File: config.mk
export PLATFORM = sky130hd
export DESIGN_NAME = fft_axi_top
export DESIGN_NICKNAME = d
export VERILOG_FILES = /design/src/fft_axi_pkg.sv /design/src/axi_lite_slave.sv /design/src/fft_reg_map.sv /design/src/fft_result_capture.sv /design/src/fft_axi_top.sv
export SDC_FILE = /design/constraint.sdc
export NUM_CORES = 1
export LEC_CHECK = 0
export BUFFER_PORTS_ARGS = -buffer_cell sky130_fd_sc_hd__buf_2
export CAP_MARGIN = 20
export CORE_ASPECT_RATIO = 1.5
export CORE_UTILIZATION = 61
export DETAILED_ROUTE_END_ITERATION = 7
export PLACE_DENSITY_LB_ADDON = 0.12
export SYNTH_ARGS = -nofsm -noshare
export SYNTH_HDL_FRONTEND = slang
export SYNTH_HIERARCHICAL = 1
export SYNTH_SLANG_ARGS = --single-unit
File: constraint.sdc
create_clock -name S_AXI_ACLK -period 4.77 [get_ports S_AXI_ACLK]
set_clock_uncertainty 0.1 [all_clocks]
set_input_delay 0.954 -clock S_AXI_ACLK [delete_from_list [all_inputs] [get_ports S_AXI_ACLK]]
set_output_delay 0.954 -clock S_AXI_ACLK [all_outputs]
set_load 0.005 [all_outputs]
File: src/fft_axi_pkg.sv
package fft_axi_pkg;

    // --------------------
    // Bus and sample widths
    // --------------------

    // One complex sample fills exactly one bus word
    localparam int DATA_WIDTH   = 32;
    localparam int SAMPLE_WIDTH = 16;

    // Byte offset bits below the word index
    localparam int ADDR_LSB = 2;

    // Word index after the byte offset is dropped
    typedef logic [4:0] word_idx_t;

    // --------------------
    // Register map
    // --------------------

    // Result k lives at REG_RESULT_BASE + k
    typedef enum word_idx_t {
        REG_CTRL        = 5'd0,
        REG_STATUS      = 5'd1,
        REG_RESULT_BASE = 5'd2
    } reg_idx_e;

    // Control and status bit positions
    localparam int CTRL_START_BIT  = 0;
    localparam int CTRL_CLEAR_BIT  = 1;
    localparam int STATUS_DONE_BIT = 0;

    // Write channel FSM
    typedef enum logic {
        WR_IDLE,
        WR_RESP
    } wr_state_e;

    // Register write request from the bus side
    typedef struct packed {
        logic                  en;
        word_idx_t             idx;
        logic [DATA_WIDTH-1:0] data;
    } reg_wr_t;

    // Result sample, real part in the upper half of the word
    typedef struct packed {
        logic [SAMPLE_WIDTH-1:0] re;
        logic [SAMPLE_WIDTH-1:0] im;
    } fft_sample_t;

endpackage

File: src/axi_lite_slave.sv
`timescale 1ns/1ps

module axi_lite_slave #(
    parameter int ADDR_WIDTH = 7
) (
    input  logic                               S_AXI_ACLK,
    input  logic                               S_AXI_ARESETN,
    // Write address and data
    input  logic [ADDR_WIDTH-1:0]              S_AXI_AWADDR,
    input  logic                               S_AXI_AWVALID,
    output logic                               S_AXI_AWREADY,
    input  logic [fft_axi_pkg::DATA_WIDTH-1:0] S_AXI_WDATA,
    input  logic                               S_AXI_WVALID,
    output logic                               S_AXI_WREADY,
    // Write response
    output logic [1:0]                         S_AXI_BRESP,
    output logic                               S_AXI_BVALID,
    input  logic                               S_AXI_BREADY,
    // Read address and data
    input  logic [ADDR_WIDTH-1:0]              S_AXI_ARADDR,
    input  logic                               S_AXI_ARVALID,
    output logic                               S_AXI_ARREADY,
    output logic [fft_axi_pkg::DATA_WIDTH-1:0] S_AXI_RDATA,
    output logic [1:0]                         S_AXI_RRESP,
    output logic                               S_AXI_RVALID,
    input  logic                               S_AXI_RREADY,
    // Register map side
    input  logic [fft_axi_pkg::DATA_WIDTH-1:0] rd_data,
    output fft_axi_pkg::reg_wr_t               reg_wr,
    output fft_axi_pkg::word_idx_t             rd_idx
);
    import fft_axi_pkg::*;

    localparam int         IDX_BITS  = $bits(word_idx_t);
    localparam logic [1:0] RESP_OKAY = 2'b00;

    // --------------------
    // Write channel
    // --------------------

    wr_state_e             wr_state;
    logic                  axi_awready;
    logic                  wr_accept;
    word_idx_t             aw_idx;
    logic [DATA_WIDTH-1:0] w_data;

    // Both valids in idle, and no ready pulse already in flight
    assign wr_accept = (wr_state == WR_IDLE) && !axi_awready
                       && S_AXI_AWVALID && S_AXI_WVALID;

    always_ff @(posedge S_AXI_ACLK)
    begin
        if (!S_AXI_ARESETN)
        begin
            wr_state    <= WR_IDLE;
            axi_awready <= 1'b0;
        end
        else
        begin
            // Single cycle ready pulse for address and data together
            axi_awready <= wr_accept;
            case (wr_state)
                WR_IDLE:
                begin
                    // Register is written this cycle, response follows
                    if (axi_awready)
                    begin
                        wr_state <= WR_RESP;
                    end
                end
                WR_RESP:
                begin
                    if (S_AXI_BREADY)
                    begin
                        wr_state <= WR_IDLE;
                    end
                end
                default:
                begin
                    wr_state <= WR_IDLE;
                end
            endcase
        end
    end

    // Address and data captured as the handshake is granted
    always_ff @(posedge S_AXI_ACLK)
    begin
        if (wr_accept)
        begin
            aw_idx <= S_AXI_AWADDR[ADDR_LSB +: IDX_BITS];
            w_data <= S_AXI_WDATA;
        end
    end

    // Request is live only during the ready cycle
    assign reg_wr = '{en: axi_awready, idx: aw_idx, data: w_data};

    assign S_AXI_AWREADY = axi_awready;
    assign S_AXI_WREADY  = axi_awready;
    assign S_AXI_BVALID  = (wr_state == WR_RESP);
    assign S_AXI_BRESP   = RESP_OKAY;

    // --------------------
    // Read channel
    // --------------------

    logic                  axi_arready;
    logic                  axi_rvalid;
    logic                  rd_accept;
    word_idx_t             ar_idx;
    logic [DATA_WIDTH-1:0] axi_rdata;

    // One read at a time, held off while data waits for RREADY
    assign rd_accept = !axi_arready && !axi_rvalid && S_AXI_ARVALID;

    always_ff @(posedge S_AXI_ACLK)
    begin
        if (!S_AXI_ARESETN)
        begin
            axi_arready <= 1'b0;
            axi_rvalid  <= 1'b0;
        end
        else
        begin
            axi_arready <= rd_accept;
            if (axi_arready)
            begin
                axi_rvalid <= 1'b1;
            end
            else if (axi_rvalid && S_AXI_RREADY)
            begin
                axi_rvalid <= 1'b0;
            end
        end
    end

    always_ff @(posedge S_AXI_ACLK)
    begin
        if (rd_accept)
        begin
            ar_idx <= S_AXI_ARADDR[ADDR_LSB +: IDX_BITS];
        end
        // Register map answers combinationally from the latched index
        if (axi_arready)
        begin
            axi_rdata <= rd_data;
        end
    end

    assign rd_idx        = ar_idx;
    assign S_AXI_ARREADY = axi_arready;
    assign S_AXI_RVALID  = axi_rvalid;
    assign S_AXI_RDATA   = axi_rdata;
    assign S_AXI_RRESP   = RESP_OKAY;

    // --------------------
    // Protocol checks
    // --------------------

    // Response is held until the master takes it
    a_bvalid_hold: assert property (@(posedge S_AXI_ACLK) disable iff (!S_AXI_ARESETN)
        S_AXI_BVALID && !S_AXI_BREADY |=> S_AXI_BVALID);

    // Read data stays valid and unchanged until accepted
    a_rvalid_hold: assert property (@(posedge S_AXI_ACLK) disable iff (!S_AXI_ARESETN)
        S_AXI_RVALID && !S_AXI_RREADY |=> S_AXI_RVALID && $stable(S_AXI_RDATA));

endmodule

File: src/fft_reg_map.sv
`timescale 1ns/1ps

module fft_reg_map #(
    parameter  int N_RESULTS = 16,
    localparam int IDX_W     = $clog2(N_RESULTS)
) (
    input  logic                               S_AXI_ACLK,
    input  logic                               S_AXI_ARESETN,
    // Bus side
    input  fft_axi_pkg::reg_wr_t               reg_wr,
    input  fft_axi_pkg::word_idx_t             rd_idx,
    output logic [fft_axi_pkg::DATA_WIDTH-1:0] rd_data,
    // Capture bank side
    input  logic                               done_pulse,
    input  fft_axi_pkg::fft_sample_t           slot_data,
    output logic [IDX_W-1:0]                   slot_idx,
    output logic                               capture_clear,
    // Core controls
    output logic                               fft_start,
    output logic                               fft_clear
);
    import fft_axi_pkg::*;

    logic [DATA_WIDTH-1:0] ctrl_q;
    logic                  done_q;
    logic                  wr_ctrl;
    logic                  wr_status;
    logic                  in_results;
    word_idx_t             slot_off;

    // --------------------
    // Write decode
    // --------------------

    always_comb
    begin
        wr_ctrl   = 1'b0;
        wr_status = 1'b0;
        case (reg_wr.idx)
            REG_CTRL:   wr_ctrl   = reg_wr.en;
            REG_STATUS: wr_status = reg_wr.en;
            // Result words are read-only, write is dropped
            default:    ;
        endcase
    end

    always_ff @(posedge S_AXI_ACLK)
    begin
        if (!S_AXI_ARESETN)
        begin
            ctrl_q <= '0;
            done_q <= 1'b0;
        end
        else
        begin
            if (wr_ctrl)
            begin
                ctrl_q <= reg_wr.data;
            end
            // Software write to status beats a done pulse in the same cycle
            if (wr_status)
            begin
                done_q <= reg_wr.data[STATUS_DONE_BIT];
            end
            else if (done_pulse)
            begin
                done_q <= 1'b1;
            end
        end
    end

    // Control bits go straight out as levels
    assign fft_start     = ctrl_q[CTRL_START_BIT];
    assign fft_clear     = ctrl_q[CTRL_CLEAR_BIT];
    assign capture_clear = ctrl_q[CTRL_CLEAR_BIT];

    // --------------------
    // Read multiplexer
    // --------------------

    // Slot number relative to the first result word
    assign slot_off   = rd_idx - word_idx_t'(REG_RESULT_BASE);
    assign slot_idx   = slot_off[IDX_W-1:0];
    assign in_results = int'(rd_idx) < int'(REG_RESULT_BASE) + N_RESULTS;

    always_comb
    begin
        rd_data = '0;
        case (rd_idx)
            REG_CTRL:   rd_data = ctrl_q;
            REG_STATUS: rd_data[STATUS_DONE_BIT] = done_q;
            default:
            begin
                // Anything past the last result reads as zero
                if (in_results)
                begin
                    rd_data = slot_data;
                end
            end
        endcase
    end

endmodule

File: src/fft_result_capture.sv
`timescale 1ns/1ps

module fft_result_capture #(
    parameter  int N_RESULTS = 16,
    localparam int IDX_W     = $clog2(N_RESULTS)
) (
    input  logic                     S_AXI_ACLK,
    input  logic                     S_AXI_ARESETN,
    // Core result stream
    input  logic                     result_valid,
    input  fft_axi_pkg::fft_sample_t result,
    // Register map side
    input  logic                     capture_clear,
    input  logic [IDX_W-1:0]         slot_idx,
    output fft_axi_pkg::fft_sample_t slot_data,
    output logic                     done_pulse
);
    import fft_axi_pkg::*;

    localparam logic [IDX_W-1:0] LAST_IDX = IDX_W'(N_RESULTS - 1);

    fft_sample_t      bank [N_RESULTS];
    logic [IDX_W-1:0] idx_q;
    logic             store;

    // Samples are dropped while clear is held
    assign store = result_valid && !capture_clear;

    always_ff @(posedge S_AXI_ACLK)
    begin
        if (!S_AXI_ARESETN)
        begin
            idx_q      <= '0;
            done_pulse <= 1'b0;
            for (int i = 0; i < N_RESULTS; i++)
            begin
                bank[i] <= '0;
            end
        end
        else
        begin
            // Done follows the edge that stores the last slot
            done_pulse <= store && (idx_q == LAST_IDX);
            if (capture_clear)
            begin
                idx_q <= '0;
            end
            else if (store)
            begin
                bank[idx_q] <= result;
                idx_q       <= (idx_q == LAST_IDX) ? '0 : idx_q + 1'b1;
            end
        end
    end

    // Read port for the register map
    assign slot_data = bank[slot_idx];

    // Index wraps before running off the bank
    a_idx_range: assert property (@(posedge S_AXI_ACLK) disable iff (!S_AXI_ARESETN)
        int'(idx_q) < N_RESULTS);

endmodule

File: src/fft_axi_top.sv
`timescale 1ns/1ps

module fft_axi_top #(
    parameter int ADDR_WIDTH = 7,
    parameter int N_RESULTS  = 16
) (
    input  logic                               S_AXI_ACLK,
    input  logic                               S_AXI_ARESETN,
    input  logic [ADDR_WIDTH-1:0]              S_AXI_AWADDR,
    input  logic                               S_AXI_AWVALID,
    output logic                               S_AXI_AWREADY,
    input  logic [fft_axi_pkg::DATA_WIDTH-1:0] S_AXI_WDATA,
    input  logic                               S_AXI_WVALID,
    output logic                               S_AXI_WREADY,
    output logic [1:0]                         S_AXI_BRESP,
    output logic                               S_AXI_BVALID,
    input  logic                               S_AXI_BREADY,
    input  logic [ADDR_WIDTH-1:0]              S_AXI_ARADDR,
    input  logic                               S_AXI_ARVALID,
    output logic                               S_AXI_ARREADY,
    output logic [fft_axi_pkg::DATA_WIDTH-1:0] S_AXI_RDATA,
    output logic [1:0]                         S_AXI_RRESP,
    output logic                               S_AXI_RVALID,
    input  logic                               S_AXI_RREADY,
    // FFT core side
    output logic                               fft_start,
    output logic                               fft_clear,
    input  logic                               result_valid,
    input  fft_axi_pkg::fft_sample_t           result
);
    import fft_axi_pkg::*;

    localparam int IDX_W = $clog2(N_RESULTS);

    // Bus to register map
    reg_wr_t               reg_wr;
    word_idx_t             rd_idx;
    logic [DATA_WIDTH-1:0] rd_data;

    // Register map to capture bank
    logic [IDX_W-1:0]      slot_idx;
    fft_sample_t           slot_data;
    logic                  done_pulse;
    logic                  capture_clear;

    axi_lite_slave #(
        .ADDR_WIDTH(ADDR_WIDTH)
    ) u_slave (
        .S_AXI_ACLK   (S_AXI_ACLK),
        .S_AXI_ARESETN(S_AXI_ARESETN),
        .S_AXI_AWADDR (S_AXI_AWADDR),
        .S_AXI_AWVALID(S_AXI_AWVALID),
        .S_AXI_AWREADY(S_AXI_AWREADY),
        .S_AXI_WDATA  (S_AXI_WDATA),
        .S_AXI_WVALID (S_AXI_WVALID),
        .S_AXI_WREADY (S_AXI_WREADY),
        .S_AXI_BRESP  (S_AXI_BRESP),
        .S_AXI_BVALID (S_AXI_BVALID),
        .S_AXI_BREADY (S_AXI_BREADY),
        .S_AXI_ARADDR (S_AXI_ARADDR),
        .S_AXI_ARVALID(S_AXI_ARVALID),
        .S_AXI_ARREADY(S_AXI_ARREADY),
        .S_AXI_RDATA  (S_AXI_RDATA),
        .S_AXI_RRESP  (S_AXI_RRESP),
        .S_AXI_RVALID (S_AXI_RVALID),
        .S_AXI_RREADY (S_AXI_RREADY),
        .rd_data      (rd_data),
        .reg_wr       (reg_wr),
        .rd_idx       (rd_idx)
    );

    fft_reg_map #(
        .N_RESULTS(N_RESULTS)
    ) u_reg_map (
        .S_AXI_ACLK   (S_AXI_ACLK),
        .S_AXI_ARESETN(S_AXI_ARESETN),
        .reg_wr       (reg_wr),
        .rd_idx       (rd_idx),
        .rd_data      (rd_data),
        .done_pulse   (done_pulse),
        .slot_data    (slot_data),
        .slot_idx     (slot_idx),
        .capture_clear(capture_clear),
        .fft_start    (fft_start),
        .fft_clear    (fft_clear)
    );

    fft_result_capture #(
        .N_RESULTS(N_RESULTS)
    ) u_capture (
        .S_AXI_ACLK   (S_AXI_ACLK),
        .S_AXI_ARESETN(S_AXI_ARESETN),
        .result_valid (result_valid),
        .result       (result),
        .capture_clear(capture_clear),
        .slot_idx     (slot_idx),
        .slot_data    (slot_data),
        .done_pulse   (done_pulse)
    );

endmodule

; ---- Word level (Yosys, flattened, before mapping)
; Memories as Yosys holds them, arrays and structs flattened.
; Index checks and enable logic that the tools add are counted.
[word_totals]
ff_bits = 116
out_inout_bits = 43
inputBits = 86
n_memories = 1
word_cells = 60
ram_bits = 512
[classes]
addsub = 2
n_reduce_logical = 18
n_eq_ne = 3
bitwise_logic = 2
muxes = 21
order_cmp = 1
[mem_list]
columns = memory, depth, width, rd, rd_clocked_by_memory_dff, wr, line
row1 = u_capture.bank, 16, 32, 1, 0, 16, fft_result_capture.sv:22  ; fft_sample_t bank [N_RESULTS];
[ops]
columns = cell, count
row1 = 32-bit 2-to-1 mux, 2
row2 = 31-bit case mux with 2 select lines, 1
row3 = 32-bit OR reduction, 1
row4 = 1-bit 2-to-1 mux, 14
row5 = 5-bit by 1-bit == test with 1-bit output (second input constant), 2
row6 = 5-bit zero test, 2
row7 = 1-bit logical AND, 8
row8 = 4-bit 2-to-1 mux, 2
row9 = 5-bit less-than comparator (second input constant), 1
row10 = 4-bit by 1-bit adder with 4-bit output (second input constant), 1
row11 = 4-bit == test (second input constant), 1
row12 = 1-bit zero test, 4
row13 = 1-bit case mux with 2 select lines, 2
row14 = 2-bit nonzero test, 2
row15 = 4-bit by 2-bit subtractor with 4-bit output (second input constant), 1
row16 = 1-bit inverter, 2
row17 = 2-bit OR reduction, 1

; ---- Depth between registers and ports, before layout
[depth]
ltp_word = 8
ltp_mapped = 9
mapped_depth_nobuf = 7

; ---- Cells and area by module
; The synthesis kept the hierarchy.
[modules_own_cells]
columns = module, cells_each, area_each_um2, n_inst
row1 = fft_result_capture, 1446, 23100.9, 1
row2 = axi_lite_slave, 94, 2413.6, 1
row3 = fft_reg_map, 194, 1726.7, 1

; ---- Worst setup path before layout
; OpenSTA, ideal clock, no wires.
[synth_path]
path_kind = input to register
from = input port result_valid
to = memory u_capture/bank[12][0] (netlist name), enable pin
cell_stages = 3
t_required_ns = 4.204
n_path_buf = 1
setup_slack_ns = 0.582
t_arrival_ns = 3.622
cell_sequence = buf_4 -> nand4b_2 -> o21ai_0
[synth_rtl]
columns = element, line
row1 = "start, declared", fft_axi_top.sv:28  ; input logic result_valid,
row2 = "end, declared", fft_result_capture.sv:22

==> summary.md <==
| Metric | Value |
|---|---|
| FMAX | 300.5 MHz |
| I/O pin cnt | between 100 and 150 |
| Yosys cell types | 37 |
| Detailed-route via count | 14770 |
| Pin count of the biggest net entering global routing | 73 |
| RSZ-0062 raised after global routing | no |
| Number of global-route vias before repair | about 16000 |
| Residual DRC | 0 |
| Cts repair resizes | 0 |
| Clock Latency Late Sink | between 0.5 and 0.6 ns |
| Setup TNS | 0 ns |
| Routability cong. | between 0.8 and 0.9 |
| Final WS setup | 1.443 ns |
| Top fanout value on the critical path | 25 |
| Met2 Use GR | 0.5168 |
| Sequential Power Share | 0.541 |
| Dpl ws | 1.206 ns |
| Worst setup path start | u_slave/rd_idx[1] |
| Pwr per Cell Area | between 300 and 400 mW/mm^2 |
| Via density | 6.048 |
| CTS tree | yes |
| Total Wirelength | 63660 um |
| Synthesized area per cell | 15.71 um^2 |
| Initial antenna violation count | 1 |
| Total die area | between 0.04 and 0.05 mm^2 |
| CTS Root Cell | clkbuf_16 |
| Design area | 0.03048 mm^2 |
| Clk pin slew, worst setup/hold paths | 0.06 ns |
| Top FF cell, synth | edfxtp_1 |
| Slew Viols, Final | 0 |
| Cts bufs inserted | 58 |
| Core box area | 0.04399 mm^2 |
| FF-to-FF Start | u_slave/rd_idx[1] |
| Layout cells sized above 1 | 0.2300 |
| Int Power | 9.074 mW |
| Post-cts hold buffer count | 0 |
| Slowest stage delay, CP | 0.54 ns |
| Fin crit share | 0.6975 |
| Post-synth EDFFs | 586 |
| Hold Violations, Final | 0 |
| Post-Synthesis Cell Area | 0.02724 mm^2 |
| Slowest stage cell, crit path | xor2_1 |
| I/O Buffers | 120 |
| Met1 usage | 0.3460 |
| Post CTS Setup Buffer Count | 0 |
| Critical path startpoint category | register |
| YS warnings | 6 |
| Max_slew headroom | 0.3166 |
| First-pass GRT wire length | between 90000 and 100000 um |
| Sw frac | 0.2218 |
| Comb power frac | 0.077 |
| Post-DP Area | around 0.029 mm^2 |
| H-tree level count | 2 |
| Status | completed |
| Commonest non-fill, non-tap cell in the layout | edfxtp_1 |
| Commonest cells after routing, fill and taps aside | edfxtp_1 (586), and2_1 (514), mux4_2 (128) |
| Sequential area share after synthesis | 0.6768 |
| Area grow syn2layout | 11.90% |
| Die Y | approximately 260 um |
| Gr ovfl total | 0 |
| Post-route ant nets | 0 |
| Post-Syn Instances | 1734 |
| WP data arrival | 3.58 ns |
| Setup Crit Path Kind | register to register |
| Fill count | between 2000 and 3000 |
| VDD IR-drop max | between 300 and 400 uV |
| Initial Util | 0.6193 |
| Max clock buf depth | 3 |
| GRT Total Usage | 0.2848 |
| Slew of the pin with the lowest slew margin | just over 1 ns |
| HP Class | register to register |
| Crit-path cells | inv_4, ha_1, xor2_1, nor2_4, buf_4, a22oi_1, nand2_1, a22o_1 |
| Sw Pwr | 2.586 mW |
| Seq cells post-synth | 628 |
| # setup viols final | 0 |
| DR WL/cell | between 20 and 30 um |
| Crit path capture type | register |
| HP Start | u_reg_map/ctrl_q[3] |
| Max-cap violations | 0 |
| Clk pwr share | 0.383 |
| Clock sinks | 628 |
| Die X | around 170 um |
| Grt peak-use layer | met2 |
| Min Tclk post-route | 3.327 ns |
| Critical Path RT | 5.02 ns |
| Detailed Place HPWL | 38740 um |
| Drt initial violations | 1305 |
| Pre-antenna DRT Iters | 6 |
| FFs w/ async S/R, synth | 0 |
| Met3 Track Usage GR | 0.04196 |
| Total design power | 11.66 mW |
| Site Rows | 94 |
| Leak | around 11 nW |
| Final hold slack | 0.3607 ns |
| Fin nets | 1910 |
-- sequential cells by signal, indices dropped and copies added (netlist names) --
register / cells
u_capture/done_pulse: 1
u_slave/rd_idx: 5
u_slave/S_AXI_RDATA: 32
u_reg_map/ctrl_q: 32
u_slave/S_AXI_BVALID: 1
u_slave/aw_idx: 5
u_reg_map/done_q: 1
u_capture/idx_q: 4
u_capture/bank: 512
u_slave/S_AXI_AWREADY: 1
u_slave/w_data: 32
u_slave/S_AXI_ARREADY: 1
u_slave/S_AXI_RVALID: 1
-- logic make-up (layout without fill, tap and decap cells) --
family,count (synthesis),in the layout,synth area share
and+or+nand+nor,661,661,0.1436
DFF,628,628,0.6768
muxes,163,163,0.1187
buffers and inverters,158,286,0.02590
AOI/OAI and AO/OA,116,116,0.03188
adders and majority gates,5,5,0.002297
xor gates and xnor gates,2,2,0.0006431
other,1,5,0.0001377
-- routing by layer --
metal | wire (um) | up-vias
li1 | - | 6544
met1 | 23550 | 7527
met2 | 33670 | 583
met3 | 4433 | 114
met4 | 2003 | 0
met5 | 0 | -
-- Yosys cell counts (all sizes together) (2+ instances only) --
library cell  instances  share of area
edfxtp              586           0.65
a22oi                64          0.018
o21ai                14         0.0026
nand3                 2        0.00037
nand2b               10         0.0023
nor2b                 3        0.00069
buf                  48          0.011
a22o                 31          0.010
mux4                128           0.11
clkbuf              104          0.014
mux2i                35          0.013
and2                514           0.12
nor3                  5         0.0017
inv                   6        0.00083
ha                    5         0.0023
nor2                 17         0.0023
or4                   2        0.00055
nand4b                4         0.0022
xor2                  2        0.00064
a21oi                 3        0.00055
nand2                99          0.014
nor3b                 2        0.00073
dfxtp                42          0.031
-- through the flow --
| step | util | std cells |
|---|---|---|
| floorplan | - | 1737 |
| global placement | 0.6517 | 2335 |
| detailed placement | 0.6517 | 2335 |
| CTS | 0.6929 | 2441 |
| global route | 0.6930 | 2442 |
| finish | 0.6930 | 2442 |
-- power by group through the flow --
stage / sequential, mW / combinational [mW] / clock, mW
6_report: 6.30 / 0.896 / 4.46
5_1_grt: 6.32 / 0.949 / 4.71
4_1_cts: 6.30 / 0.898 / 4.52
3_5_place_dp: 6.42 / 0.896 / 0
3_3_place_gp: 6.40 / 0.881 / 0
2_1_floorplan: 6.40 / 0.527 / 0
-- final timing paths --
check	endpoint	slack, ns	cells past startpoint
min	u_reg_map/ctrl_q[3]	0.36	2
max reg2reg	u_slave/S_AXI_RDATA[16]	1.44	8
min reg2reg	u_reg_map/ctrl_q[3]	0.36	2
max	u_slave/S_AXI_RDATA[16]	1.44	8
-- critical path, delay by kind of cell, from the launching register on --
kind / cells / cell delay [ns]
xor+xnor: 1 / 0.54
simple gates: 2 / 0.45
fa+ha+maj: 1 / 0.27
compound gates: 2 / 0.63
flops: 1 / 0.44
buf+inv: 2 / 0.65
-- area by class of cell --
class	instances	area (um^2)	share of cell area
Sequential cell	628	18440	0.6049
Multi-Input combinational cell	951	8337	0.2735
Clock buffer	73	1549	0.05082
Timing Repair Buffer	174	1146	0.03760
Tap cell	576	720.7	0.02364
Clock inverter	33	262.8	0.008620
Inverter	6	25.02	0.0008210
Antenna cell	1	2.502	0.00008210
(Power assumes the default switching activity.)
